==> config.mk <==
export PLATFORM = sky130hd
export DESIGN_NAME = dispatch_top
export DESIGN_NICKNAME = d
export VERILOG_FILES = /design/src/source/dispatch_pkg.sv /design/src/source/dispatch.sv /design/src/source/dispatch_top.sv /design/src/source/fu_status_entry.sv /design/src/source/instr_decoder.sv /design/src/source/issue_select.sv /design/src/source/reg_status_table.sv
export SDC_FILE = /design/constraint.sdc
export NUM_CORES = 1
export LEC_CHECK = 0
export ABC_CLOCK_PERIOD_IN_PS = 12100
export BUFFER_PORTS_ARGS = -buffer_cell sky130_fd_sc_hd__buf_2
export CORE_UTILIZATION = 35
export CTS_CLUSTER_SIZE = 8
export DETAILED_ROUTE_END_ITERATION = 16
export SLEW_MARGIN = 5
export SYNTH_ARGS = -nofsm -noshare
export SYNTH_HDL_FRONTEND = slang
export SYNTH_HIERARCHICAL = 1
export SYNTH_SLANG_ARGS = --single-unit
==> constraint.sdc <==
create_clock -name CLK -period 12.1 [get_ports CLK]
set_input_delay 3.63 -clock CLK [delete_from_list [all_inputs] [get_ports CLK]]
set_output_delay 3.63 -clock CLK [all_outputs]
set_load 0.02 [all_outputs]
==> src/source/dispatch_pkg.sv <==
package dispatch_pkg;

    // instruction and register file geometry
    localparam int WORD_W   = 32;
    localparam int REG_W    = 5;
    localparam int NUM_REGS = 32;
    localparam int OP_W     = 4;

    // scalar function units, also the entry indices
    localparam int NUM_FU = 3;
    localparam int FU_W   = 2;

    localparam logic [FU_W-1:0] FU_ALU    = 2'd0;
    localparam logic [FU_W-1:0] FU_LD_ST  = 2'd1;
    localparam logic [FU_W-1:0] FU_BRANCH = 2'd2;

    // producer tag is unit index plus one, zero means value in register file
    typedef logic [1:0] tag_t;

    localparam tag_t TAG_READY = 2'd0;

    // major opcodes
    localparam logic [6:0] OPC_OP     = 7'b0110011;
    localparam logic [6:0] OPC_OP_IMM = 7'b0010011;
    localparam logic [6:0] OPC_LOAD   = 7'b0000011;
    localparam logic [6:0] OPC_STORE  = 7'b0100011;
    localparam logic [6:0] OPC_BRANCH = 7'b1100011;
    localparam logic [6:0] OPC_JAL    = 7'b1101111;
    localparam logic [6:0] OPC_JALR   = 7'b1100111;

    // entry payload is {rd, rs1, rs2, imm, op, i_type, j_type}
    localparam int ENTRY_W = 3 * REG_W + WORD_W + OP_W + 1 + 2;

endpackage

==> src/source/dispatch.sv <==
`timescale 1ns/10ps

module dispatch (
    input  logic                            CLK,
    input  logic                            nRST,
    input  logic                            instr_valid,
    input  logic                            fu_valid,
    input  logic [dispatch_pkg::FU_W-1:0]   fu_sel,
    input  logic [dispatch_pkg::REG_W-1:0]  rd,
    input  logic [dispatch_pkg::REG_W-1:0]  rs1,
    input  logic [dispatch_pkg::REG_W-1:0]  rs2,
    input  logic                            reg_write,
    input  logic                            cond_branch,
    input  logic [1:0]                      j_type,
    input  logic [dispatch_pkg::NUM_FU-1:0] fu_busy,
    input  dispatch_pkg::tag_t              rs1_tag,
    input  dispatch_pkg::tag_t              rs2_tag,
    input  logic                            rd_busy,
    input  logic                            wb_en,
    input  logic [dispatch_pkg::FU_W-1:0]   wb_fu,
    input  logic                            branch_resolved,
    input  logic                            branch_miss,
    output logic                            freeze,
    output logic [dispatch_pkg::NUM_FU-1:0] fu_en,
    output dispatch_pkg::tag_t              fu_t1,
    output dispatch_pkg::tag_t              fu_t2,
    output logic                            fu_spec,
    output logic                            mark_en,
    output dispatch_pkg::tag_t              mark_tag,
    output logic                            mark_spec
);
    import dispatch_pkg::*;

    logic struct_haz;
    logic waw_haz;
    logic hazard;
    logic accept;
    logic no_src;
    logic spec;
    tag_t wb_tag;
    tag_t t1_byp;
    tag_t t2_byp;

    // structural: the one entry of the target unit is still occupied
    assign struct_haz = fu_valid && fu_busy[fu_sel];
    assign waw_haz    = reg_write && rd_busy;
    assign hazard     = struct_haz || waw_haz;

    // a miss squashes this cycle, so nothing is accepted or held
    assign freeze = instr_valid && hazard && !branch_miss;
    assign accept = instr_valid && !hazard && !branch_miss;

    assign fu_en = (accept && fu_valid) ? (NUM_FU'(1) << fu_sel) : '0;

    // writeback in the same cycle would otherwise miss the new entry
    assign wb_tag = tag_t'(wb_fu + 2'd1);
    assign t1_byp = (wb_en && rs1_tag == wb_tag) ? TAG_READY : rs1_tag;
    assign t2_byp = (wb_en && rs2_tag == wb_tag) ? TAG_READY : rs2_tag;

    // jal carries only immediate bits in the source fields
    assign no_src = (j_type == 2'd1);
    assign fu_t1  = no_src ? TAG_READY : t1_byp;
    assign fu_t2  = no_src ? TAG_READY : t2_byp;

    assign fu_spec = spec && !(branch_resolved || branch_miss);

    assign mark_en   = accept && reg_write;
    assign mark_tag  = tag_t'(fu_sel + 2'd1);
    assign mark_spec = fu_spec;

    // speculation window opens behind an accepted conditional branch
    always_ff @(posedge CLK, negedge nRST) begin
        if (!nRST) begin
            spec <= 1'b0;
        end else if (branch_resolved || branch_miss) begin
            spec <= 1'b0;
        end else if (accept && cond_branch) begin
            spec <= 1'b1;
        end
    end

endmodule

==> src/source/dispatch_top.sv <==
`timescale 1ns/10ps

module dispatch_top (
    input  logic                            CLK,
    input  logic                            nRST,
    input  logic                            instr_valid,
    input  logic [dispatch_pkg::WORD_W-1:0] instr,
    output logic                            freeze,
    input  logic                            branch_resolved,
    input  logic                            branch_miss,
    input  logic                            wb_en,
    input  logic [dispatch_pkg::FU_W-1:0]   wb_fu,
    input  logic [dispatch_pkg::REG_W-1:0]  wb_rd,
    output logic                            issue_valid,
    output logic [dispatch_pkg::FU_W-1:0]   issue_fu,
    output logic [dispatch_pkg::REG_W-1:0]  issue_rd,
    output logic [dispatch_pkg::REG_W-1:0]  issue_rs1,
    output logic [dispatch_pkg::REG_W-1:0]  issue_rs2,
    output logic [dispatch_pkg::WORD_W-1:0] issue_imm,
    output logic [dispatch_pkg::OP_W-1:0]   issue_op
);
    import dispatch_pkg::*;

    logic                             fu_valid;
    logic [FU_W-1:0]                  fu_sel;
    logic [REG_W-1:0]                 rd;
    logic [REG_W-1:0]                 rs1;
    logic [REG_W-1:0]                 rs2;
    logic [WORD_W-1:0]                imm;
    logic [OP_W-1:0]                  op;
    logic                             reg_write;
    logic                             i_type;
    logic [1:0]                       j_type;
    logic                             cond_branch;
    tag_t                             rs1_tag;
    tag_t                             rs2_tag;
    logic                             rd_busy;
    logic                             mark_en;
    tag_t                             mark_tag;
    logic                             mark_spec;
    logic [NUM_FU-1:0]                fu_en;
    tag_t                             fu_t1;
    tag_t                             fu_t2;
    logic                             fu_spec;
    logic [ENTRY_W-1:0]               fu_payload;
    tag_t                             wb_tag;
    logic [NUM_FU-1:0]                wb_free;
    logic [NUM_FU-1:0]                ent_busy;
    logic [NUM_FU-1:0]                ent_ready;
    logic [NUM_FU-1:0][ENTRY_W-1:0]   ent_payload;
    logic [NUM_FU-1:0]                issue_grant;

    assign fu_payload = {rd, rs1, rs2, imm, op, i_type, j_type};
    assign wb_tag     = tag_t'(wb_fu + 2'd1);
    assign wb_free    = NUM_FU'(wb_en) << wb_fu;

    instr_decoder i_decoder (
        .instr(instr), .fu_valid(fu_valid), .fu_sel(fu_sel), .rd(rd), .rs1(rs1),
        .rs2(rs2), .imm(imm), .op(op), .reg_write(reg_write), .i_type(i_type),
        .j_type(j_type), .cond_branch(cond_branch)
    );

    dispatch i_dispatch (
        .CLK(CLK), .nRST(nRST), .instr_valid(instr_valid), .fu_valid(fu_valid),
        .fu_sel(fu_sel), .rd(rd), .rs1(rs1), .rs2(rs2), .reg_write(reg_write),
        .cond_branch(cond_branch), .j_type(j_type), .fu_busy(ent_busy),
        .rs1_tag(rs1_tag), .rs2_tag(rs2_tag), .rd_busy(rd_busy), .wb_en(wb_en),
        .wb_fu(wb_fu), .branch_resolved(branch_resolved), .branch_miss(branch_miss),
        .freeze(freeze), .fu_en(fu_en), .fu_t1(fu_t1), .fu_t2(fu_t2),
        .fu_spec(fu_spec), .mark_en(mark_en), .mark_tag(mark_tag), .mark_spec(mark_spec)
    );

    reg_status_table i_rst (
        .CLK(CLK), .nRST(nRST), .mark_en(mark_en), .mark_sel(rd), .mark_tag(mark_tag),
        .mark_spec(mark_spec), .wb_en(wb_en), .wb_sel(wb_rd), .wb_tag(wb_tag),
        .flush(branch_miss), .resolved(branch_resolved), .rs1_sel(rs1), .rs2_sel(rs2),
        .rd_sel(rd), .rs1_tag(rs1_tag), .rs2_tag(rs2_tag), .rd_busy(rd_busy)
    );

    // one status entry per unit, index equals unit number
    for (genvar i = 0; i < NUM_FU; i++) begin : g_entry
        fu_status_entry i_entry (
            .CLK(CLK), .nRST(nRST), .en(fu_en[i]), .payload_in(fu_payload),
            .t1_in(fu_t1), .t2_in(fu_t2), .spec_in(fu_spec), .grant(issue_grant[i]),
            .wb_en(wb_en), .wb_tag(wb_tag), .free(wb_free[i]), .branch_miss(branch_miss),
            .busy(ent_busy[i]), .ready(ent_ready[i]), .payload(ent_payload[i]), .spec()
        );
    end

    issue_select i_select (
        .ready(ent_ready), .payload(ent_payload), .issue_grant(issue_grant),
        .issue_valid(issue_valid), .issue_fu(issue_fu), .issue_rd(issue_rd),
        .issue_rs1(issue_rs1), .issue_rs2(issue_rs2), .issue_imm(issue_imm),
        .issue_op(issue_op)
    );

endmodule

==> src/source/fu_status_entry.sv <==
`timescale 1ns/10ps

module fu_status_entry (
    input  logic                             CLK,
    input  logic                             nRST,
    input  logic                             en,
    input  logic [dispatch_pkg::ENTRY_W-1:0] payload_in,
    input  dispatch_pkg::tag_t               t1_in,
    input  dispatch_pkg::tag_t               t2_in,
    input  logic                             spec_in,
    input  logic                             grant,
    input  logic                             wb_en,
    input  dispatch_pkg::tag_t               wb_tag,
    input  logic                             free,
    input  logic                             branch_miss,
    output logic                             busy,
    output logic                             ready,
    output logic [dispatch_pkg::ENTRY_W-1:0] payload,
    output logic                             spec
);
    import dispatch_pkg::*;

    typedef enum logic [1:0] {
        ST_IDLE,
        ST_WAIT,
        ST_EXEC
    } state_t;

    state_t state;
    tag_t   t1;
    tag_t   t2;

    always_ff @(posedge CLK, negedge nRST) begin
        if (!nRST) begin
            state <= ST_IDLE;
            t1    <= TAG_READY;
            t2    <= TAG_READY;
            spec  <= 1'b0;
        end else if (en) begin
            state <= ST_WAIT;
            t1    <= t1_in;
            t2    <= t2_in;
            spec  <= spec_in;
        end else if ((branch_miss && spec) || free) begin
            // squashed or written back
            state <= ST_IDLE;
            spec  <= 1'b0;
        end else begin
            if (grant) begin
                state <= ST_EXEC;
            end
            if (wb_en && t1 == wb_tag) begin
                t1 <= TAG_READY;
            end
            if (wb_en && t2 == wb_tag) begin
                t2 <= TAG_READY;
            end
        end
    end

    always_ff @(posedge CLK) begin
        if (en) begin
            payload <= payload_in;
        end
    end

    assign busy  = (state != ST_IDLE);
    assign ready = (state == ST_WAIT) && (t1 == TAG_READY) && (t2 == TAG_READY);

endmodule

==> src/source/instr_decoder.sv <==
`timescale 1ns/10ps

module instr_decoder (
    input  logic [dispatch_pkg::WORD_W-1:0] instr,
    output logic                            fu_valid,
    output logic [dispatch_pkg::FU_W-1:0]   fu_sel,
    output logic [dispatch_pkg::REG_W-1:0]  rd,
    output logic [dispatch_pkg::REG_W-1:0]  rs1,
    output logic [dispatch_pkg::REG_W-1:0]  rs2,
    output logic [dispatch_pkg::WORD_W-1:0] imm,
    output logic [dispatch_pkg::OP_W-1:0]   op,
    output logic                            reg_write,
    output logic                            i_type,
    output logic [1:0]                      j_type,
    output logic                            cond_branch
);
    import dispatch_pkg::*;

    logic [6:0] opcode;
    logic [2:0] funct3;
    logic       writes;

    assign opcode = instr[6:0];
    assign funct3 = instr[14:12];
    assign rd     = instr[11:7];
    assign rs1    = instr[19:15];

    // immediate forms hold no rs2, read x0 so no false dependency
    assign rs2 = i_type ? '0 : instr[24:20];

    assign reg_write   = writes && (rd != '0);
    assign cond_branch = (opcode == OPC_BRANCH);

    always_comb begin
        fu_valid = 1'b1;
        fu_sel   = FU_ALU;
        op       = {1'b0, funct3};
        writes   = 1'b0;
        i_type   = 1'b0;
        j_type   = 2'd0;
        // U immediate unless the format says otherwise
        imm      = {instr[31:12], 12'b0};
        case (opcode)
            OPC_OP: begin
                op     = {instr[30], funct3};
                writes = 1'b1;
            end
            OPC_OP_IMM: begin
                // only the right shifts keep the funct7 bit
                op     = {instr[30] && (funct3 == 3'b101), funct3};
                imm    = {{20{instr[31]}}, instr[31:20]};
                writes = 1'b1;
                i_type = 1'b1;
            end
            OPC_LOAD: begin
                fu_sel = FU_LD_ST;
                imm    = {{20{instr[31]}}, instr[31:20]};
                writes = 1'b1;
                i_type = 1'b1;
            end
            OPC_STORE: begin
                fu_sel = FU_LD_ST;
                imm    = {{20{instr[31]}}, instr[31:25], instr[11:7]};
            end
            OPC_BRANCH: begin
                fu_sel = FU_BRANCH;
                imm    = {{19{instr[31]}}, instr[31], instr[7], instr[30:25],
                          instr[11:8], 1'b0};
            end
            OPC_JAL: begin
                fu_sel = FU_BRANCH;
                imm    = {{11{instr[31]}}, instr[31], instr[19:12], instr[20],
                          instr[30:21], 1'b0};
                writes = 1'b1;
                j_type = 2'd1;
            end
            OPC_JALR: begin
                fu_sel = FU_BRANCH;
                imm    = {{20{instr[31]}}, instr[31:20]};
                writes = 1'b1;
                i_type = 1'b1;
                j_type = 2'd2;
            end
            default: fu_valid = 1'b0;
        endcase
    end

endmodule

==> src/source/issue_select.sv <==
`timescale 1ns/10ps

module issue_select (
    input  logic [dispatch_pkg::NUM_FU-1:0]                             ready,
    input  logic [dispatch_pkg::NUM_FU-1:0][dispatch_pkg::ENTRY_W-1:0] payload,
    output logic [dispatch_pkg::NUM_FU-1:0]                             issue_grant,
    output logic                                                        issue_valid,
    output logic [dispatch_pkg::FU_W-1:0]                               issue_fu,
    output logic [dispatch_pkg::REG_W-1:0]                              issue_rd,
    output logic [dispatch_pkg::REG_W-1:0]                              issue_rs1,
    output logic [dispatch_pkg::REG_W-1:0]                              issue_rs2,
    output logic [dispatch_pkg::WORD_W-1:0]                             issue_imm,
    output logic [dispatch_pkg::OP_W-1:0]                               issue_op
);
    import dispatch_pkg::*;

    logic [ENTRY_W-1:0] win;

    // scan from the top so the lowest ready index is left standing
    always_comb begin
        issue_grant = '0;
        issue_fu    = '0;
        for (int i = NUM_FU - 1; i >= 0; i--) begin
            if (ready[i]) begin
                issue_grant    = '0;
                issue_grant[i] = 1'b1;
                issue_fu       = FU_W'(i);
            end
        end
    end

    assign issue_valid = |ready;
    assign win         = payload[issue_fu];

    // low three bits are i_type and j_type, kept for the entry only
    assign {issue_rd, issue_rs1, issue_rs2, issue_imm, issue_op} = win[ENTRY_W-1:3];

endmodule

==> src/source/reg_status_table.sv <==
`timescale 1ns/10ps

module reg_status_table (
    input  logic                           CLK,
    input  logic                           nRST,
    input  logic                           mark_en,
    input  logic [dispatch_pkg::REG_W-1:0] mark_sel,
    input  dispatch_pkg::tag_t             mark_tag,
    input  logic                           mark_spec,
    input  logic                           wb_en,
    input  logic [dispatch_pkg::REG_W-1:0] wb_sel,
    input  dispatch_pkg::tag_t             wb_tag,
    input  logic                           flush,
    input  logic                           resolved,
    input  logic [dispatch_pkg::REG_W-1:0] rs1_sel,
    input  logic [dispatch_pkg::REG_W-1:0] rs2_sel,
    input  logic [dispatch_pkg::REG_W-1:0] rd_sel,
    output dispatch_pkg::tag_t             rs1_tag,
    output dispatch_pkg::tag_t             rs2_tag,
    output logic                           rd_busy
);
    import dispatch_pkg::*;

    tag_t                tags [NUM_REGS];
    logic [NUM_REGS-1:0] spec_q;

    always_ff @(posedge CLK, negedge nRST) begin
        if (!nRST) begin
            for (int i = 0; i < NUM_REGS; i++) begin
                tags[i] <= TAG_READY;
            end
            spec_q <= '0;
        end else begin
            for (int i = 0; i < NUM_REGS; i++) begin
                // a new producer overrides any clear this cycle
                if (mark_en && mark_sel == REG_W'(i)) begin
                    tags[i]   <= mark_tag;
                    spec_q[i] <= mark_spec;
                end else if (flush && spec_q[i]) begin
                    tags[i]   <= TAG_READY;
                    spec_q[i] <= 1'b0;
                end else if (wb_en && wb_sel == REG_W'(i) && tags[i] == wb_tag) begin
                    tags[i]   <= TAG_READY;
                    spec_q[i] <= 1'b0;
                end else if (resolved) begin
                    spec_q[i] <= 1'b0;
                end
            end
        end
    end

    assign rs1_tag = tags[rs1_sel];
    assign rs2_tag = tags[rs2_sel];
    assign rd_busy = (tags[rd_sel] != TAG_READY);

endmodule

### Word level (Yosys, flattened, before mapping)

Cells that the tools add are included.

* bits in read-only memories: 0
* latch bits: 0
* output and inout bits: 55
* register bits after elaboration: 280
* logic and storage cells: 736
* memory bits (writable): 0
* memories: 0

* reductions and logical operators: 267
* add/sub/neg operators: 2
* mux-type cells: 260
* bitwise operators: 3
* eq/ne operators: 117
* multipliers: 0
* div/mod/pow operators: 0
* $lt $le $gt $ge: 5
* shift operators: 2

Operator list (number)
* $mux 2: 136
* $eq 5x5->1 const B: 32
* $logic_and 1x1->1: 157
* $reduce_bool 4->1: 32
* $pmux 31 s4: 1
* $mux 1: 109
* $bmux 54 s2: 1
* $reduce_bool 3->1: 35
* $eq 2x2->1: 40
* $eq 5x4->1 const B: 16
* $mux 54: 1
* $eq 5x3->1 const B: 8
* $bmux 2 s5: 3
* $reduce_bool 2->1: 14
* $eq 7x7->1 const B: 3
* $eq 5x2->1 const B: 4
* $ge 6x6->1 const B: 3
* $not 5->6: 3
* $eq 7x6->1 const B: 2
* $logic_not 2->1: 6
* $mux 3: 4
* $reduce_and 2->1: 6
* $eq 5x1->1 const B: 2
* $logic_not 5->1: 2
* 20 further kinds: 36

### Logic depth before layout (Yosys ltp)

Gate-level depths: netlist of run 1.

* word-level depth: 14
* mapped depth: 14
* gate-level depth less buffers: 11

### By module

The synthesis of run 1 kept the hierarchy.

Modules (own cells, without submodules)
* reg_status_table: sequential area each 2402.3 µm², times used 1, cells each 531, area an instance 6160.9 µm²
* fu_status_entry: sequential area each 1796.7 µm², times used 3, cells each 84, area an instance 1989.4 µm²
* issue_select: sequential area each 0.0 µm², times used 1, cells each 192, area an instance 1600.3 µm²
* instr_decoder: sequential area each 0.0 µm², times used 1, cells each 106, area an instance 754.5 µm²
* dispatch: sequential area each 25.0 µm², times used 1, cells each 46, area an instance 310.3 µm²
* dispatch_top: sequential area each 0.0 µm², times used 1, cells each 5, area an instance 38.8 µm²

### Worst setup path after synthesis of run 1

OpenSTA, ideal clock, no wires.

* kind: input-to-reg
* start point: in instr[8] (netlist bit)
* end point: reg g_entry[0].i_entry.t1[0]
* path slack: 0.272 ns
* data arrival time: 11.680 ns
* stages on the path: 13
* setup time: 0.148 ns
* cell sequence: buf_4 buf_2 clkbuf_1 a211oi_1 nor4_1 nor3b_1 or4_1 nand2_1 o311ai_2 nor4_1 buf_2 mux2i_1 a41oi_1

* word-level cells in the longest chain between the ends: 14

Ends and longest elaborated chain
* from (decl): line dispatch_top.sv:7 `input logic [dispatch_pkg::WORD_W-1:0] instr,`
* $not 5->6 (implied by the code) *: line reg_status_table.sv:54 `assign rd_busy = (tags[rd_sel] != TAG_READY);`
* $bmux 2 s5 *: line reg_status_table.sv:54
* $mux 2 (implied by the code) * (2 in series): line reg_status_table.sv:54
* $reduce_bool 2->1 *: line reg_status_table.sv:54
* via rd_busy: line dispatch_top.sv:37 `logic rd_busy;`
* $logic_and 1x1->1 *: line dispatch.sv:46 `assign waw_haz = reg_write && rd_busy;`
* $logic_or 1x1->1 *: line dispatch.sv:47 `assign hazard = struct_haz || waw_haz;`
* $logic_not 1->1 *: line dispatch.sv:51 `assign accept = instr_valid && !hazard && !branch_miss;`
* $logic_and 1x1->1 * (2 in series): line dispatch.sv:51
* $logic_and 1x1->1 *: line dispatch.sv:53 `assign fu_en = (accept && fu_valid) ? (NUM_FU'(1) << fu_sel) : '0;`
* $mux 3 *: line dispatch.sv:53
* via fu_en[0]: line dispatch_top.sv:41 `logic [NUM_FU-1:0] fu_en;`
* $ne 2x2->1 (no source line) / $reduce_bool 2->1 (equally long branches)
* $reduce_and 2->1 (no source line)
* to (signal assigned): line fu_status_entry.sv:41 `t1 <= t1_in;`
* to (decl): line fu_status_entry.sv:30 `tag_t t1;`

The timed path passes the listed nets; every way through them passes the cells marked *. The select of a mux whose other input is x is not followed.
A chain may end at the register's enable or synchronous reset.

### Worst setup path after layout of run 1

* start point: in instr[7] (netlist bit)
* end point: out freeze

* word-level cells in the longest chain between the ends: 9

Ends and longest elaborated chain
* $not 5->6 (implied by the code): line reg_status_table.sv:54
* $bmux 2 s5: line reg_status_table.sv:54
* $mux 2 (implied by the code) (2 in series): line reg_status_table.sv:54
* $reduce_bool 2->1: line reg_status_table.sv:54
* via rd_busy: line dispatch_top.sv:37
* $logic_and 1x1->1: line dispatch.sv:46
* $logic_or 1x1->1: line dispatch.sv:47
* $logic_and 1x1->1 (2 in series): line dispatch.sv:50 `assign freeze = instr_valid && hazard && !branch_miss;`
* to (decl): line dispatch_top.sv:8 `output logic freeze,`

The timed path passes the listed nets, and every way through them passes these cells. The select of a mux whose other input is x is not followed.

==> run_summary.xml, run 1 <==
<?xml version="1.0" encoding="UTF-8"?>
<metrics>
  <group name="run_status">
    <metric name="run_status" unit="">finished, final reports clean</metric>
  </group>
  <group name="timing">
    <metric name="pin_slew_with_the_least_headroom_to_its_limit" unit="ns">1.12</metric>
    <metric name="timing.final.crit_period" unit="ns">9.89</metric>
    <metric name="report.final.slew_viol_count" unit="">0</metric>
    <metric name="finalSetupViolations" unit="">0</metric>
    <metric name="setup-tns-final" unit="ns">0</metric>
    <metric name="setup_repair_after_global_routing_missed_its_margin" unit="">false</metric>
    <metric name="min_period_over_period" unit="%">81.7</metric>
    <metric name="headroom_to_the_max_slew_limit" unit="%">24.6</metric>
    <metric name="hold_violations" unit="">0</metric>
    <metric name="max_freq" unit="MHz">101</metric>
    <metric name="finClkSkew" unit="ns">0.0276</metric>
  </group>
  <group name="global_routing">
    <metric name="grt_start_max_net_pins" unit="">62</metric>
    <metric name="antenna_found_initial" unit="">1</metric>
    <metric name="track_usage" unit="%">19.6</metric>
    <metric name="grt_pass1_wl" unit="microns">63700</metric>
    <metric name="first_global_vias" unit="">10185</metric>
    <metric name="gr-total-overflow" unit="">0</metric>
  </group>
  <group name="floorplanning">
    <metric name="die_area" unit="sq um">42400</metric>
    <metric name="die_w" unit="microns">206</metric>
    <metric name="fp.dieH" unit="microns">206</metric>
    <metric name="core_area" unit="sq um">40900</metric>
    <metric name="core_rows" unit="">74</metric>
    <metric name="starting_density_of_the_core" unit="%">35.6</metric>
    <metric name="design.portCount" unit="">100</metric>
  </group>
  <group name="cts">
    <metric name="number_of_gates_resized_after_cts" unit="">0</metric>
    <metric name="cts_root_buf" unit="">sky130_fd_sc_hd__clkbuf_16</metric>
    <metric name="tritoncts" unit="">done</metric>
    <metric name="total_number_of_h_tree_levels" unit="">2</metric>
    <metric name="insertion_delay" unit="ns">0.55</metric>
    <metric name="numCtsBuffers" unit="">40</metric>
    <metric name="ctsHoldBuffers" unit="">0</metric>
    <metric name="clock-sinks" unit="">271</metric>
    <metric name="post_cts_repair_setup_buffers" unit="">0</metric>
    <metric name="number_of_buffers_on_the_longest_clock_path" unit="">3</metric>
    <metric name="path_clk_slew" unit="ns">0.05</metric>
  </group>
  <group name="synth">
    <metric name="synth_warnings" unit="">6</metric>
    <metric name="synth_nets" unit="">1170</metric>
    <metric name="synth_cells" unit="">1122</metric>
    <metric name="mappedNetlistArea" unit="sq um">14600</metric>
    <metric name="synth.avg_cell_area" unit="sq um">13.0</metric>
  </group>
  <group name="placement">
    <metric name="numPortBuffers" unit="">99</metric>
    <metric name="globalplace.congestion" unit="">0.908</metric>
    <metric name="dp_hpwl" unit="microns">26200</metric>
    <metric name="dp.cells" unit="">1674</metric>
    <metric name="place_area" unit="sq um">15300</metric>
  </group>
  <group name="layout">
    <metric name="post_route_cells_drive_above_1_share" unit="%">23.2</metric>
    <metric name="finish.instance_area" unit="sq um">16400</metric>
    <metric name="area_delta_synth_final" unit="%">12.9</metric>
    <metric name="nNetsFinal" unit="">1232</metric>
    <metric name="post-route-util" unit="%">40.2</metric>
    <metric name="final_cells" unit="">1744</metric>
  </group>
  <group name="route">
    <metric name="routed_len_inst" unit="microns">23.8</metric>
    <metric name="drt-pass1-iter-count" unit="">5</metric>
    <metric name="vias_per_instance" unit="">5.92</metric>
    <metric name="finalWirelength" unit="microns">41500</metric>
    <metric name="antenna_left" unit="">0</metric>
    <metric name="detailedRoute.firstIterationViolations" unit="">797</metric>
    <metric name="routed-via-count" unit="">10323</metric>
    <metric name="route.detailed.drc" unit="">0</metric>
  </group>
  <group name="setup_path">
    <metric name="worst-path-max-fanout" unit="">28</metric>
    <metric name="timing.critical_path.from_type" unit="">input port</metric>
    <metric name="reg2reg_from" unit="">i_rst/tags[0]</metric>
    <metric name="crit_type" unit="">input port to output pin</metric>
    <metric name="data_required_time_at_the_worst_endpoint" unit="ns">8.47</metric>
    <metric name="worst_ep_arrival_time" unit="ns">6.26</metric>
    <metric name="timing.critical_path.to_type" unit="">output pin</metric>
    <metric name="worst_setup_path_startpoint" unit="">instr[7]</metric>
  </group>
  <group name="pwr">
    <metric name="power_per_cell_area" unit="nW/um^2">133</metric>
    <metric name="p_leak" unit="nW">5.99</metric>
    <metric name="post-layout-total-power" unit="mW">2.19</metric>
    <metric name="vdd_ir_drop_max" unit="uV">102</metric>
  </group>
  <group name="worst_hold_path">
    <metric name="hold_path.startpoint" unit="">i_dispatch/spec</metric>
    <metric name="min_path_type" unit="">register to register</metric>
  </group>
  <group name="run">
    <metric name="maxCapViolCount" unit="">0</metric>
  </group>
</metrics>
-- path summary, 6_finish.rpt --
path / end / slack, ns / cells after the start
max: freeze / 2.21 / 10
min: i_dispatch/spec / 0.48 / 2
max reg2reg: i_rst/spec_q[0] / 7.76 / 11
min reg2reg: i_dispatch/spec / 0.48 / 2
max in group asynchronous: i_rst/tags[48] / 7.63 / 2
min in group asynchronous: i_rst/spec_q[29] / 3.18 / 1
-- metrics by stage --
step | setup slack (ns) | hold slack, ns
after global routing | 2.02 | 0.526
final | 2.21 | 0.485
after global placement | 2.28 | 0.468
after floorplan | 0.584 | 0.442
after detailed placement | 2.28 | 0.474
after CTS | 2.27 | 0.486
-- sequential cells by signal, summed over array words and instances (netlist names) --
signal,count
g_entry.i_entry/payload,153
g_entry.i_entry/spec,3
g_entry.i_entry/state,6
g_entry.i_entry/t1,6
g_entry.i_entry/t2,6
i_dispatch/spec,1
i_rst/spec_q,32
i_rst/tags,64
-- critical path, stage by stage --
cell                       delay, ns
sky130_fd_sc_hd__buf_2          0.41
sky130_fd_sc_hd__or3b_2         0.48
sky130_fd_sc_hd__o311ai_0       0.10
sky130_fd_sc_hd__o311a_1        0.21
sky130_fd_sc_hd__nor3_1         0.05
sky130_fd_sc_hd__or4_1          0.61
sky130_fd_sc_hd__nand2_1        0.13
sky130_fd_sc_hd__o311ai_2       0.19
sky130_fd_sc_hd__nor2b_1        0.23
sky130_fd_sc_hd__buf_2          0.19
-- cell usage in the layout (no fill, tap or decap), types with 13 or more instances in the layout --
master,count
sky130_fd_sc_hd__clkbuf_1,23
sky130_fd_sc_hd__a221oi_1,23
sky130_fd_sc_hd__nor2_1,96
sky130_fd_sc_hd__buf_4,18
sky130_fd_sc_hd__nor4_1,19
sky130_fd_sc_hd__inv_1,20
sky130_fd_sc_hd__dfrtp_1,118
sky130_fd_sc_hd__edfxtp_1,153
sky130_fd_sc_hd__mux4_2,28
sky130_fd_sc_hd__o32ai_2,50
sky130_fd_sc_hd__xnor2_1,37
sky130_fd_sc_hd__buf_2,98
sky130_fd_sc_hd__a22o_1,68
sky130_fd_sc_hd__a211oi_1,24
sky130_fd_sc_hd__nand2_1,23
sky130_fd_sc_hd__and2_1,13
sky130_fd_sc_hd__a32o_1,32
sky130_fd_sc_hd__clkbuf_16,40
sky130_fd_sc_hd__xor2_1,42
sky130_fd_sc_hd__a21oi_1,57
sky130_fd_sc_hd__nor3_1,49
sky130_fd_sc_hd__nand2b_1,15
sky130_fd_sc_hd__mux2i_1,13
-- where the power goes --
part	switching (mW)	internal [mW]	total, mW
logic	0.113	0.0492	0.162
registers	0.00536	0.985	0.990
clock network	0.410	0.625	1.03
total	0.528	1.66	2.19
-- layer usage --
layer | part of all wire (%) | vias to the layer above | track usage (%)
met4 | 2.0 | 2 | 5.54
met5 | 0.034 | - | 0
met1 | 43 | 5289 | 26.2
met3 | 6.9 | 58 | 3.75
met2 | 48 | 388 | 32.3
li1 | - | 4586 | -
-- final cells by class --
cell class	instances	area [sq um]
Clock inverter	4	73.8
Inverter	23	86.3
Timing Repair Buffer	116	626
Fill cell	3777	24500
Tap cell	532	666
Clock buffer	64	1100
Antenna cell	2	5.00
Multi-Input combinational cell	732	6330
Sequential cell	271	7550
Note: power is estimated with default switching activity, not from simulation.
==> inputs of run 2 (changes only) <==
--- a/config.mk
+++ b/config.mk
@@ -5,7 +5,8 @@
 export SDC_FILE = /design/constraint.sdc
 export NUM_CORES = 1
 export LEC_CHECK = 0
-export ABC_CLOCK_PERIOD_IN_PS = 12100
+export ABC_AREA = 1
+export ABC_CLOCK_PERIOD_IN_PS = 10120
 export BUFFER_PORTS_ARGS = -buffer_cell sky130_fd_sc_hd__buf_2
 export CORE_UTILIZATION = 35
 export CTS_CLUSTER_SIZE = 8
==> constraint.sdc (replaced) <==
create_clock -name CLK -period 10.12 [get_ports CLK]
set_input_delay 3.036 -clock CLK [delete_from_list [all_inputs] [get_ports CLK]]
set_output_delay 3.036 -clock CLK [all_outputs]
set_load 0.02 [all_outputs]
==> run 2 against run 1 <==
Design area up 6.9%. Critical path depth up 4. Utilization down 0.36 points. Worst setup slack worse by 0.80 ns. Sequential power up 26%. Synthesized area up 7.4%. First-iteration DRC count up 89%. Non-clock buffer count up 1. Flip-flop and latch count unchanged. Critical endpoint unchanged.
==> run_summary.xml, run 2 <==
<?xml version="1.0" encoding="UTF-8"?>
<metrics>
  <group name="timing">
    <metric name="pin_slew_with_the_least_headroom_to_its_limit" unit="ns">1.27</metric>
    <metric name="headroom_to_the_max_slew_limit" unit="%">15.5</metric>
    <metric name="setup-tns-final" unit="ns">0</metric>
    <metric name="hold_violations" unit="">0</metric>
    <metric name="setup_repair_after_global_routing_missed_its_margin" unit="">false</metric>
    <metric name="min_period_over_period" unit="%">86.0</metric>
    <metric name="timing.final.crit_period" unit="ns">8.71</metric>
    <metric name="report.final.slew_viol_count" unit="">0</metric>
    <metric name="finalSetupViolations" unit="">0</metric>
    <metric name="finClkSkew" unit="ns">0.0157</metric>
    <metric name="max_freq" unit="MHz">115</metric>
  </group>
  <group name="synth">
    <metric name="mappedNetlistArea" unit="sq um">15600</metric>
    <metric name="synth.avg_cell_area" unit="sq um">7.64</metric>
    <metric name="synth_nets" unit="">2094</metric>
    <metric name="synth_cells" unit="">2046</metric>
    <metric name="synth_warnings" unit="">6</metric>
  </group>
  <group name="pwr">
    <metric name="p_switching" unit="uW">800</metric>
    <metric name="p_leak" unit="nW">8.19</metric>
    <metric name="switching_share" unit="%">28.1</metric>
    <metric name="fraction_of_power_consumed_by_the_clock_network" unit="%">43.6</metric>
    <metric name="power_per_cell_area" unit="nW/um^2">162</metric>
    <metric name="vdd_ir_drop_max" unit="uV">104</metric>
    <metric name="p_int" unit="mW">2.04</metric>
    <metric name="share_comb_of_total_power" unit="%">12.6</metric>
    <metric name="proportion_of_power_drawn_by_flip_flops_and_latches" unit="%">43.8</metric>
  </group>
  <group name="setup_path">
    <metric name="timing.critical_path.from_type" unit="">input port</metric>
    <metric name="worst_ep_arrival_time" unit="ns">5.67</metric>
    <metric name="worst-path-max-fanout" unit="">42</metric>
    <metric name="data_required_time_at_the_worst_endpoint" unit="ns">7.08</metric>
    <metric name="timing.critical_path.to_type" unit="">output pin</metric>
    <metric name="crit_type" unit="">input port to output pin</metric>
  </group>
  <group name="global_routing">
    <metric name="grt_pass1_wl" unit="microns">78400</metric>
    <metric name="first_global_vias" unit="">13602</metric>
    <metric name="antenna_found_initial" unit="">1</metric>
    <metric name="grt_start_max_net_pins" unit="">69</metric>
    <metric name="track_usage" unit="%">22.7</metric>
    <metric name="gr-total-overflow" unit="">0</metric>
  </group>
  <group name="placement">
    <metric name="place_area" unit="sq um">16400</metric>
    <metric name="dp_hpwl" unit="microns">33300</metric>
    <metric name="numPortBuffers" unit="">99</metric>
    <metric name="globalplace.congestion" unit="">0.937</metric>
  </group>
  <group name="cts">
    <metric name="insertion_delay" unit="ns">0.56</metric>
    <metric name="numCtsBuffers" unit="">40</metric>
    <metric name="tritoncts" unit="">done</metric>
    <metric name="number_of_gates_resized_after_cts" unit="">0</metric>
    <metric name="path_clk_slew" unit="ns">0.05</metric>
    <metric name="cts_root_buf" unit="">sky130_fd_sc_hd__clkbuf_16</metric>
    <metric name="total_number_of_h_tree_levels" unit="">2</metric>
    <metric name="number_of_buffers_on_the_longest_clock_path" unit="">3</metric>
    <metric name="clock-sinks" unit="">271</metric>
    <metric name="ctsHoldBuffers" unit="">0</metric>
    <metric name="post_cts_repair_setup_buffers" unit="">0</metric>
  </group>
  <group name="route">
    <metric name="routed_len_inst" unit="microns">19.0</metric>
    <metric name="finalWirelength" unit="microns">51500</metric>
    <metric name="drt-pass1-iter-count" unit="">6</metric>
    <metric name="route.detailed.drc" unit="">0</metric>
    <metric name="vias_per_instance" unit="">5.32</metric>
    <metric name="routed-via-count" unit="">14422</metric>
    <metric name="antenna_left" unit="">0</metric>
    <metric name="detailedRoute.firstIterationViolations" unit="">1510</metric>
  </group>
  <group name="layout">
    <metric name="largest_reg_flops" unit="">153</metric>
    <metric name="max_flop_register" unit="">g_entry.i_entry/payload</metric>
    <metric name="area_delta_synth_final" unit="%">12.3</metric>
    <metric name="multi_input_area" unit="sq um">6360</metric>
    <metric name="commonest_cells_after_routing_fill_and_taps_aside" unit="">sky130_fd_sc_hd__nand2_1, sky130_fd_sc_hd__inv_1, sky130_fd_sc_hd__nand3_1</metric>
    <metric name="most_frequent_standard_cell_in_the_layout_excluding_fill_and_tap_cells" unit="">sky130_fd_sc_hd__nand2_1</metric>
    <metric name="largestRegisters" unit="">g_entry.i_entry/payload x153, i_rst/tags x64, i_rst/spec_q x32</metric>
    <metric name="num-fill-cells" unit="">4507</metric>
    <metric name="sequential_cell_area" unit="sq um">7550</metric>
    <metric name="finish.instance_area" unit="sq um">17600</metric>
    <metric name="post-route-util" unit="%">39.8</metric>
    <metric name="post_route_cells_drive_above_1_share" unit="%">10.9</metric>
    <metric name="nNetsFinal" unit="">2141</metric>
  </group>
  <group name="floorplanning">
    <metric name="core_rows" unit="">77</metric>
    <metric name="starting_density_of_the_core" unit="%">35.4</metric>
    <metric name="core_area" unit="sq um">44100</metric>
    <metric name="fp.dieH" unit="microns">213</metric>
    <metric name="design.portCount" unit="">100</metric>
    <metric name="die_w" unit="microns">213</metric>
    <metric name="die_area" unit="sq um">45500</metric>
  </group>
  <group name="run">
    <metric name="maxCapViolCount" unit="">0</metric>
  </group>
  <group name="worst_hold_path">
    <metric name="min_path_type" unit="">register to register</metric>
  </group>
  <group name="run_status">
    <metric name="run_status" unit="">finished, final reports clean</metric>
  </group>
</metrics>
[run 2: layout make-up]
type	count	share of cell area (%)
clock buffers	63	6.19
multi-input cells	1362	36.2
inverters	301	6.46
repair buffers	117	3.60
flip-flops and latches	271	43.0
diodes	1	0.0142
clock inverters	4	0.306
well taps	592	4.22
[run 2: final timing paths]
| kind | from | to | slack (ns) | cells after the start |
|---|---|---|---|---|
| setup / recovery | instr[7] | freeze | 1.41 | 14 |
| hold / removal | i_rst/spec_q[9] | i_rst/spec_q[9] | 0.48 | 2 |
| setup reg to reg | i_rst/tags[23] | g_entry[0].i_entry/payload[16] | 6.73 | 12 |
| hold reg to reg | i_rst/spec_q[9] | i_rst/spec_q[9] | 0.48 | 2 |
| max in group asynchronous | nRST | i_rst/tags[7] | 6.19 | 2 |
| min in group asynchronous | nRST | i_rst/spec_q[27] | 2.52 | 1 |
[run 2: worst max-delay path, stage by stage]
cell,delay (ns)
sky130_fd_sc_hd__buf_2,0.60
sky130_fd_sc_hd__inv_2,0.41
sky130_fd_sc_hd__nand2_1,0.17
sky130_fd_sc_hd__nand3_1,0.07
sky130_fd_sc_hd__nand2_1,0.09
sky130_fd_sc_hd__nand2_1,0.05
sky130_fd_sc_hd__nand2_1,0.07
sky130_fd_sc_hd__inv_1,0.04
sky130_fd_sc_hd__nand2_1,0.07
sky130_fd_sc_hd__nand3_1,0.08
sky130_fd_sc_hd__nand2_1,0.12
sky130_fd_sc_hd__nand2_1,0.11
sky130_fd_sc_hd__a21boi_0,0.44
sky130_fd_sc_hd__buf_2,0.26
[run 2: metrics by stage]
step	worst slack, ns	power, mW	cells	hold WS (ns)
after floorplan	2.56	1.49	2046	0.442
after global placement	1.47	1.61	2643	0.455
after detailed placement	1.46	1.62	2643	0.469
after CTS	1.45	2.86	2710	0.485
after global routing	1.19	2.96	2710	0.505
final	1.41	2.84	2711	0.485
[run 2: routing by layer]
metal  share of wire [%]  up-vias  global-route usage [%]
met4                 3.1        0                    8.00
li1                    -     6813                       -
met5                   0        -                       0
met3                 8.2      110                    4.50
met2                  46      665                    36.8
met1                  43     6834                    30.1
[run 2: power by group through the flow]
stage	combinational (mW)	clock [mW]	sequential [mW]
6_report	0.358	1.24	1.25
5_1_grt	0.396	1.32	1.25
4_1_cts	0.353	1.27	1.24
3_5_place_dp	0.351	0	1.26
3_3_place_gp	0.348	0	1.26
2_1_floorplan	0.234	0	1.25
==> inputs of run 3 (changes only) <==
--- a/config.mk
+++ b/config.mk
@@ -5,7 +5,6 @@
 export SDC_FILE = /design/constraint.sdc
 export NUM_CORES = 1
 export LEC_CHECK = 0
-export ABC_AREA = 1
 export ABC_CLOCK_PERIOD_IN_PS = 10120
 export BUFFER_PORTS_ARGS = -buffer_cell sky130_fd_sc_hd__buf_2
 export CORE_UTILIZATION = 35
==> run 3 against run 2 <==
Flip-flop and latch count is the same. Critical path depth shrank 6. Utilization grew 0.33 points. Hold slack gained 0.0027 ns. Design area shrank 6.5%. Worst setup slack lost 0.013 ns. Non-clock buffer count is the same. Critical endpoint unchanged. Highest routed layer is now met5. Global-route usage shrank 3.1 points. Die area shrank 6.8%. Final cell count shrank 36%. Largest cell class unchanged. Combinational power shrank 46%. First-iteration DRC count shrank 49%.
==> run_summary.xml, run 3 (synthesis gave the netlist of run 1 again) <==
<?xml version="1.0" encoding="UTF-8"?>
<metrics>
  <group name="run_status">
    <metric name="run_status" unit="">finished, final reports clean</metric>
  </group>
  <group name="layout">
    <metric name="largest_reg_flops" unit="">153</metric>
    <metric name="antenna-diode-count" unit="">0</metric>
    <metric name="largestRegisters" unit="">g_entry.i_entry/payload x153, i_rst/tags x64, i_rst/spec_q x32</metric>
    <metric name="area_delta_synth_final" unit="%">12.8</metric>
    <metric name="most_frequent_standard_cell_in_the_layout_excluding_fill_and_tap_cells" unit="">sky130_fd_sc_hd__edfxtp_1</metric>
    <metric name="max_flop_register" unit="">g_entry.i_entry/payload</metric>
    <metric name="commonest_cells_after_routing_fill_and_taps_aside" unit="">sky130_fd_sc_hd__edfxtp_1, sky130_fd_sc_hd__dfrtp_1, sky130_fd_sc_hd__buf_2</metric>
    <metric name="nNetsFinal" unit="">1233</metric>
    <metric name="post_route_cells_drive_above_1_share" unit="%">23.2</metric>
    <metric name="finish.instance_area" unit="sq um">16400</metric>
  </group>
  <group name="cts">
    <metric name="path_clk_slew" unit="ns">0.05</metric>
    <metric name="cts_root_buf" unit="">sky130_fd_sc_hd__clkbuf_16</metric>
    <metric name="insertion_delay" unit="ns">0.56</metric>
    <metric name="number_of_buffers_on_the_longest_clock_path" unit="">3</metric>
    <metric name="post_cts_repair_setup_buffers" unit="">0</metric>
    <metric name="ctsHoldBuffers" unit="">0</metric>
    <metric name="total_number_of_h_tree_levels" unit="">2</metric>
    <metric name="number_of_gates_resized_after_cts" unit="">0</metric>
    <metric name="tritoncts" unit="">done</metric>
    <metric name="numCtsBuffers" unit="">40</metric>
    <metric name="clock-sinks" unit="">271</metric>
  </group>
  <group name="timing">
    <metric name="min_period_over_period" unit="%">86.2</metric>
    <metric name="report.final.slew_viol_count" unit="">0</metric>
    <metric name="timing.final.crit_period" unit="ns">8.72</metric>
    <metric name="setup_repair_after_global_routing_missed_its_margin" unit="">false</metric>
    <metric name="pin_slew_with_the_least_headroom_to_its_limit" unit="ns">1.10</metric>
    <metric name="worst_hold_slack" unit="ns">0.487</metric>
    <metric name="timing.final.ws_setup" unit="ns">1.40</metric>
    <metric name="max_freq" unit="MHz">115</metric>
    <metric name="headroom_to_the_max_slew_limit" unit="%">26.9</metric>
    <metric name="hold_violations" unit="">0</metric>
    <metric name="finClkSkew" unit="ns">0.0400</metric>
    <metric name="finalSetupViolations" unit="">0</metric>
  </group>
  <group name="setup_path">
    <metric name="reg2reg_slack" unit="ns">5.81</metric>
    <metric name="timing.critical_path.from_type" unit="">input port</metric>
    <metric name="data_required_time_at_the_worst_endpoint" unit="ns">7.08</metric>
    <metric name="worst_ep_arrival_time" unit="ns">5.68</metric>
    <metric name="crit_type" unit="">input port to output pin</metric>
    <metric name="timing.critical_path.slowest_stage_cell" unit="">sky130_fd_sc_hd__o311ai_2</metric>
    <metric name="worst-path-max-fanout" unit="">7</metric>
    <metric name="timing.critical_path.cells" unit="">buf_2 &gt; nor2b_1 &gt; nand4_1 &gt; o21ai_0 &gt; inv_1 &gt; o311ai_2 &gt; nor2b_1 &gt; buf_2</metric>
    <metric name="timing.critical_path.to_type" unit="">output pin</metric>
    <metric name="reg2reg_depth" unit="">11</metric>
    <metric name="max_stage_delay" unit="ns">0.55</metric>
  </group>
  <group name="placement">
    <metric name="globalplace.congestion" unit="">0.934</metric>
    <metric name="place_area" unit="sq um">15300</metric>
    <metric name="numPortBuffers" unit="">99</metric>
    <metric name="dp_hpwl" unit="microns">26100</metric>
    <metric name="post-place-ws" unit="ns">1.44</metric>
  </group>
  <group name="route">
    <metric name="finalWirelength" unit="microns">41500</metric>
    <metric name="drt-pass1-iter-count" unit="">5</metric>
    <metric name="detailedRoute.firstIterationViolations" unit="">763</metric>
    <metric name="routed-via-count" unit="">10323</metric>
    <metric name="route.detailed.drc" unit="">0</metric>
    <metric name="antenna_left" unit="">0</metric>
    <metric name="vias_per_instance" unit="">5.93</metric>
    <metric name="routed_len_inst" unit="microns">23.8</metric>
  </group>
  <group name="global_routing">
    <metric name="antenna_found_initial" unit="">2</metric>
    <metric name="grt_start_max_net_pins" unit="">74</metric>
    <metric name="gr-total-overflow" unit="">0</metric>
    <metric name="grt_pass1_wl" unit="microns">63100</metric>
    <metric name="first_global_vias" unit="">10156</metric>
    <metric name="track_usage" unit="%">19.5</metric>
  </group>
  <group name="floorplanning">
    <metric name="starting_density_of_the_core" unit="%">35.6</metric>
    <metric name="design.portCount" unit="">100</metric>
    <metric name="core_area" unit="sq um">40900</metric>
    <metric name="die_area" unit="sq um">42400</metric>
    <metric name="fp.dieH" unit="microns">206</metric>
    <metric name="core_rows" unit="">74</metric>
    <metric name="die_w" unit="microns">206</metric>
  </group>
  <group name="pwr">
    <metric name="post-layout-total-power" unit="mW">2.61</metric>
    <metric name="vdd_ir_drop_max" unit="uV">109</metric>
    <metric name="p_leak" unit="nW">5.99</metric>
    <metric name="power_per_cell_area" unit="nW/um^2">159</metric>
  </group>
  <group name="worst_hold_path">
    <metric name="min_path_type" unit="">register to register</metric>
    <metric name="worst_hold_path.num_cells" unit="">2</metric>
  </group>
  <group name="run">
    <metric name="maxCapViolCount" unit="">0</metric>
  </group>
</metrics>
## run 3: cell types whose count changed in the layout (fill, tap and decap cells not counted), moves of 57 or more
cell / before / now
sky130_fd_sc_hd__a21oi_1: 114 / 57
sky130_fd_sc_hd__a22o_1: 0 / 68
sky130_fd_sc_hd__inv_1: 273 / 20
sky130_fd_sc_hd__nand2_1: 589 / 23
sky130_fd_sc_hd__nand3_1: 219 / 4
sky130_fd_sc_hd__nand4_1: 68 / 3
sky130_fd_sc_hd__o21ai_0: 93 / 10
## run 3: stage by stage
step,std cells,setup TNS [ns],util (%)
2_1_floorplan,1122,-45.86,-
3_3_place_gp,1675,0,37.3
3_5_place_dp,1675,0,37.3
4_1_cts,1742,0,40.1
5_1_grt,1742,0,40.1
6_report,1742,0,40.1
## run 3: worst max-delay path: cells and delay by family
family                 cells  cell delay (ns)
AND/OR/NAND/NOR            3             0.90
AO/OA/AOI/OAI              2             1.09
buffers and inverters      3             0.65
## run 3: where the power goes
part           total [mW]  switching (mW)  internal [mW]  leakage (nW)
Clock                1.23           0.493          0.739         0.552
Sequential           1.18         0.00605           1.18          2.94
Combinational       0.193           0.134         0.0589          2.49
## run 3: area by class of cell
cell class                 instances  area, sq um
timing repair buffer             117          633
multi-input combinational        732         6330
sequential                       271         7550
inverter                          23         86.3
tap                              532          666
clock buffer                      63         1090
fill                            3838        24500
clock inverter                     4         75.1
## run 3: final timing paths
path / startpoint / endpoint
max: instr[5] / freeze
min: i_dispatch/spec / i_dispatch/spec
max reg2reg: i_rst/tags[0] / i_rst/spec_q[0]
min reg2reg: i_dispatch/spec / i_dispatch/spec
max in group asynchronous: nRST / i_rst/tags[60]
min in group asynchronous: nRST / i_rst/spec_q[18]
## run 3: routing by layer
layer | vias up | GRT usage (%) | wire (microns)
met1 | 5271 | 26.0 | 17900
met3 | 75 | 3.66 | 2700
met5 | - | 0 | 24
li1 | 4574 | - | -
met2 | 399 | 32.1 | 20000
met4 | 4 | 6.04 | 974
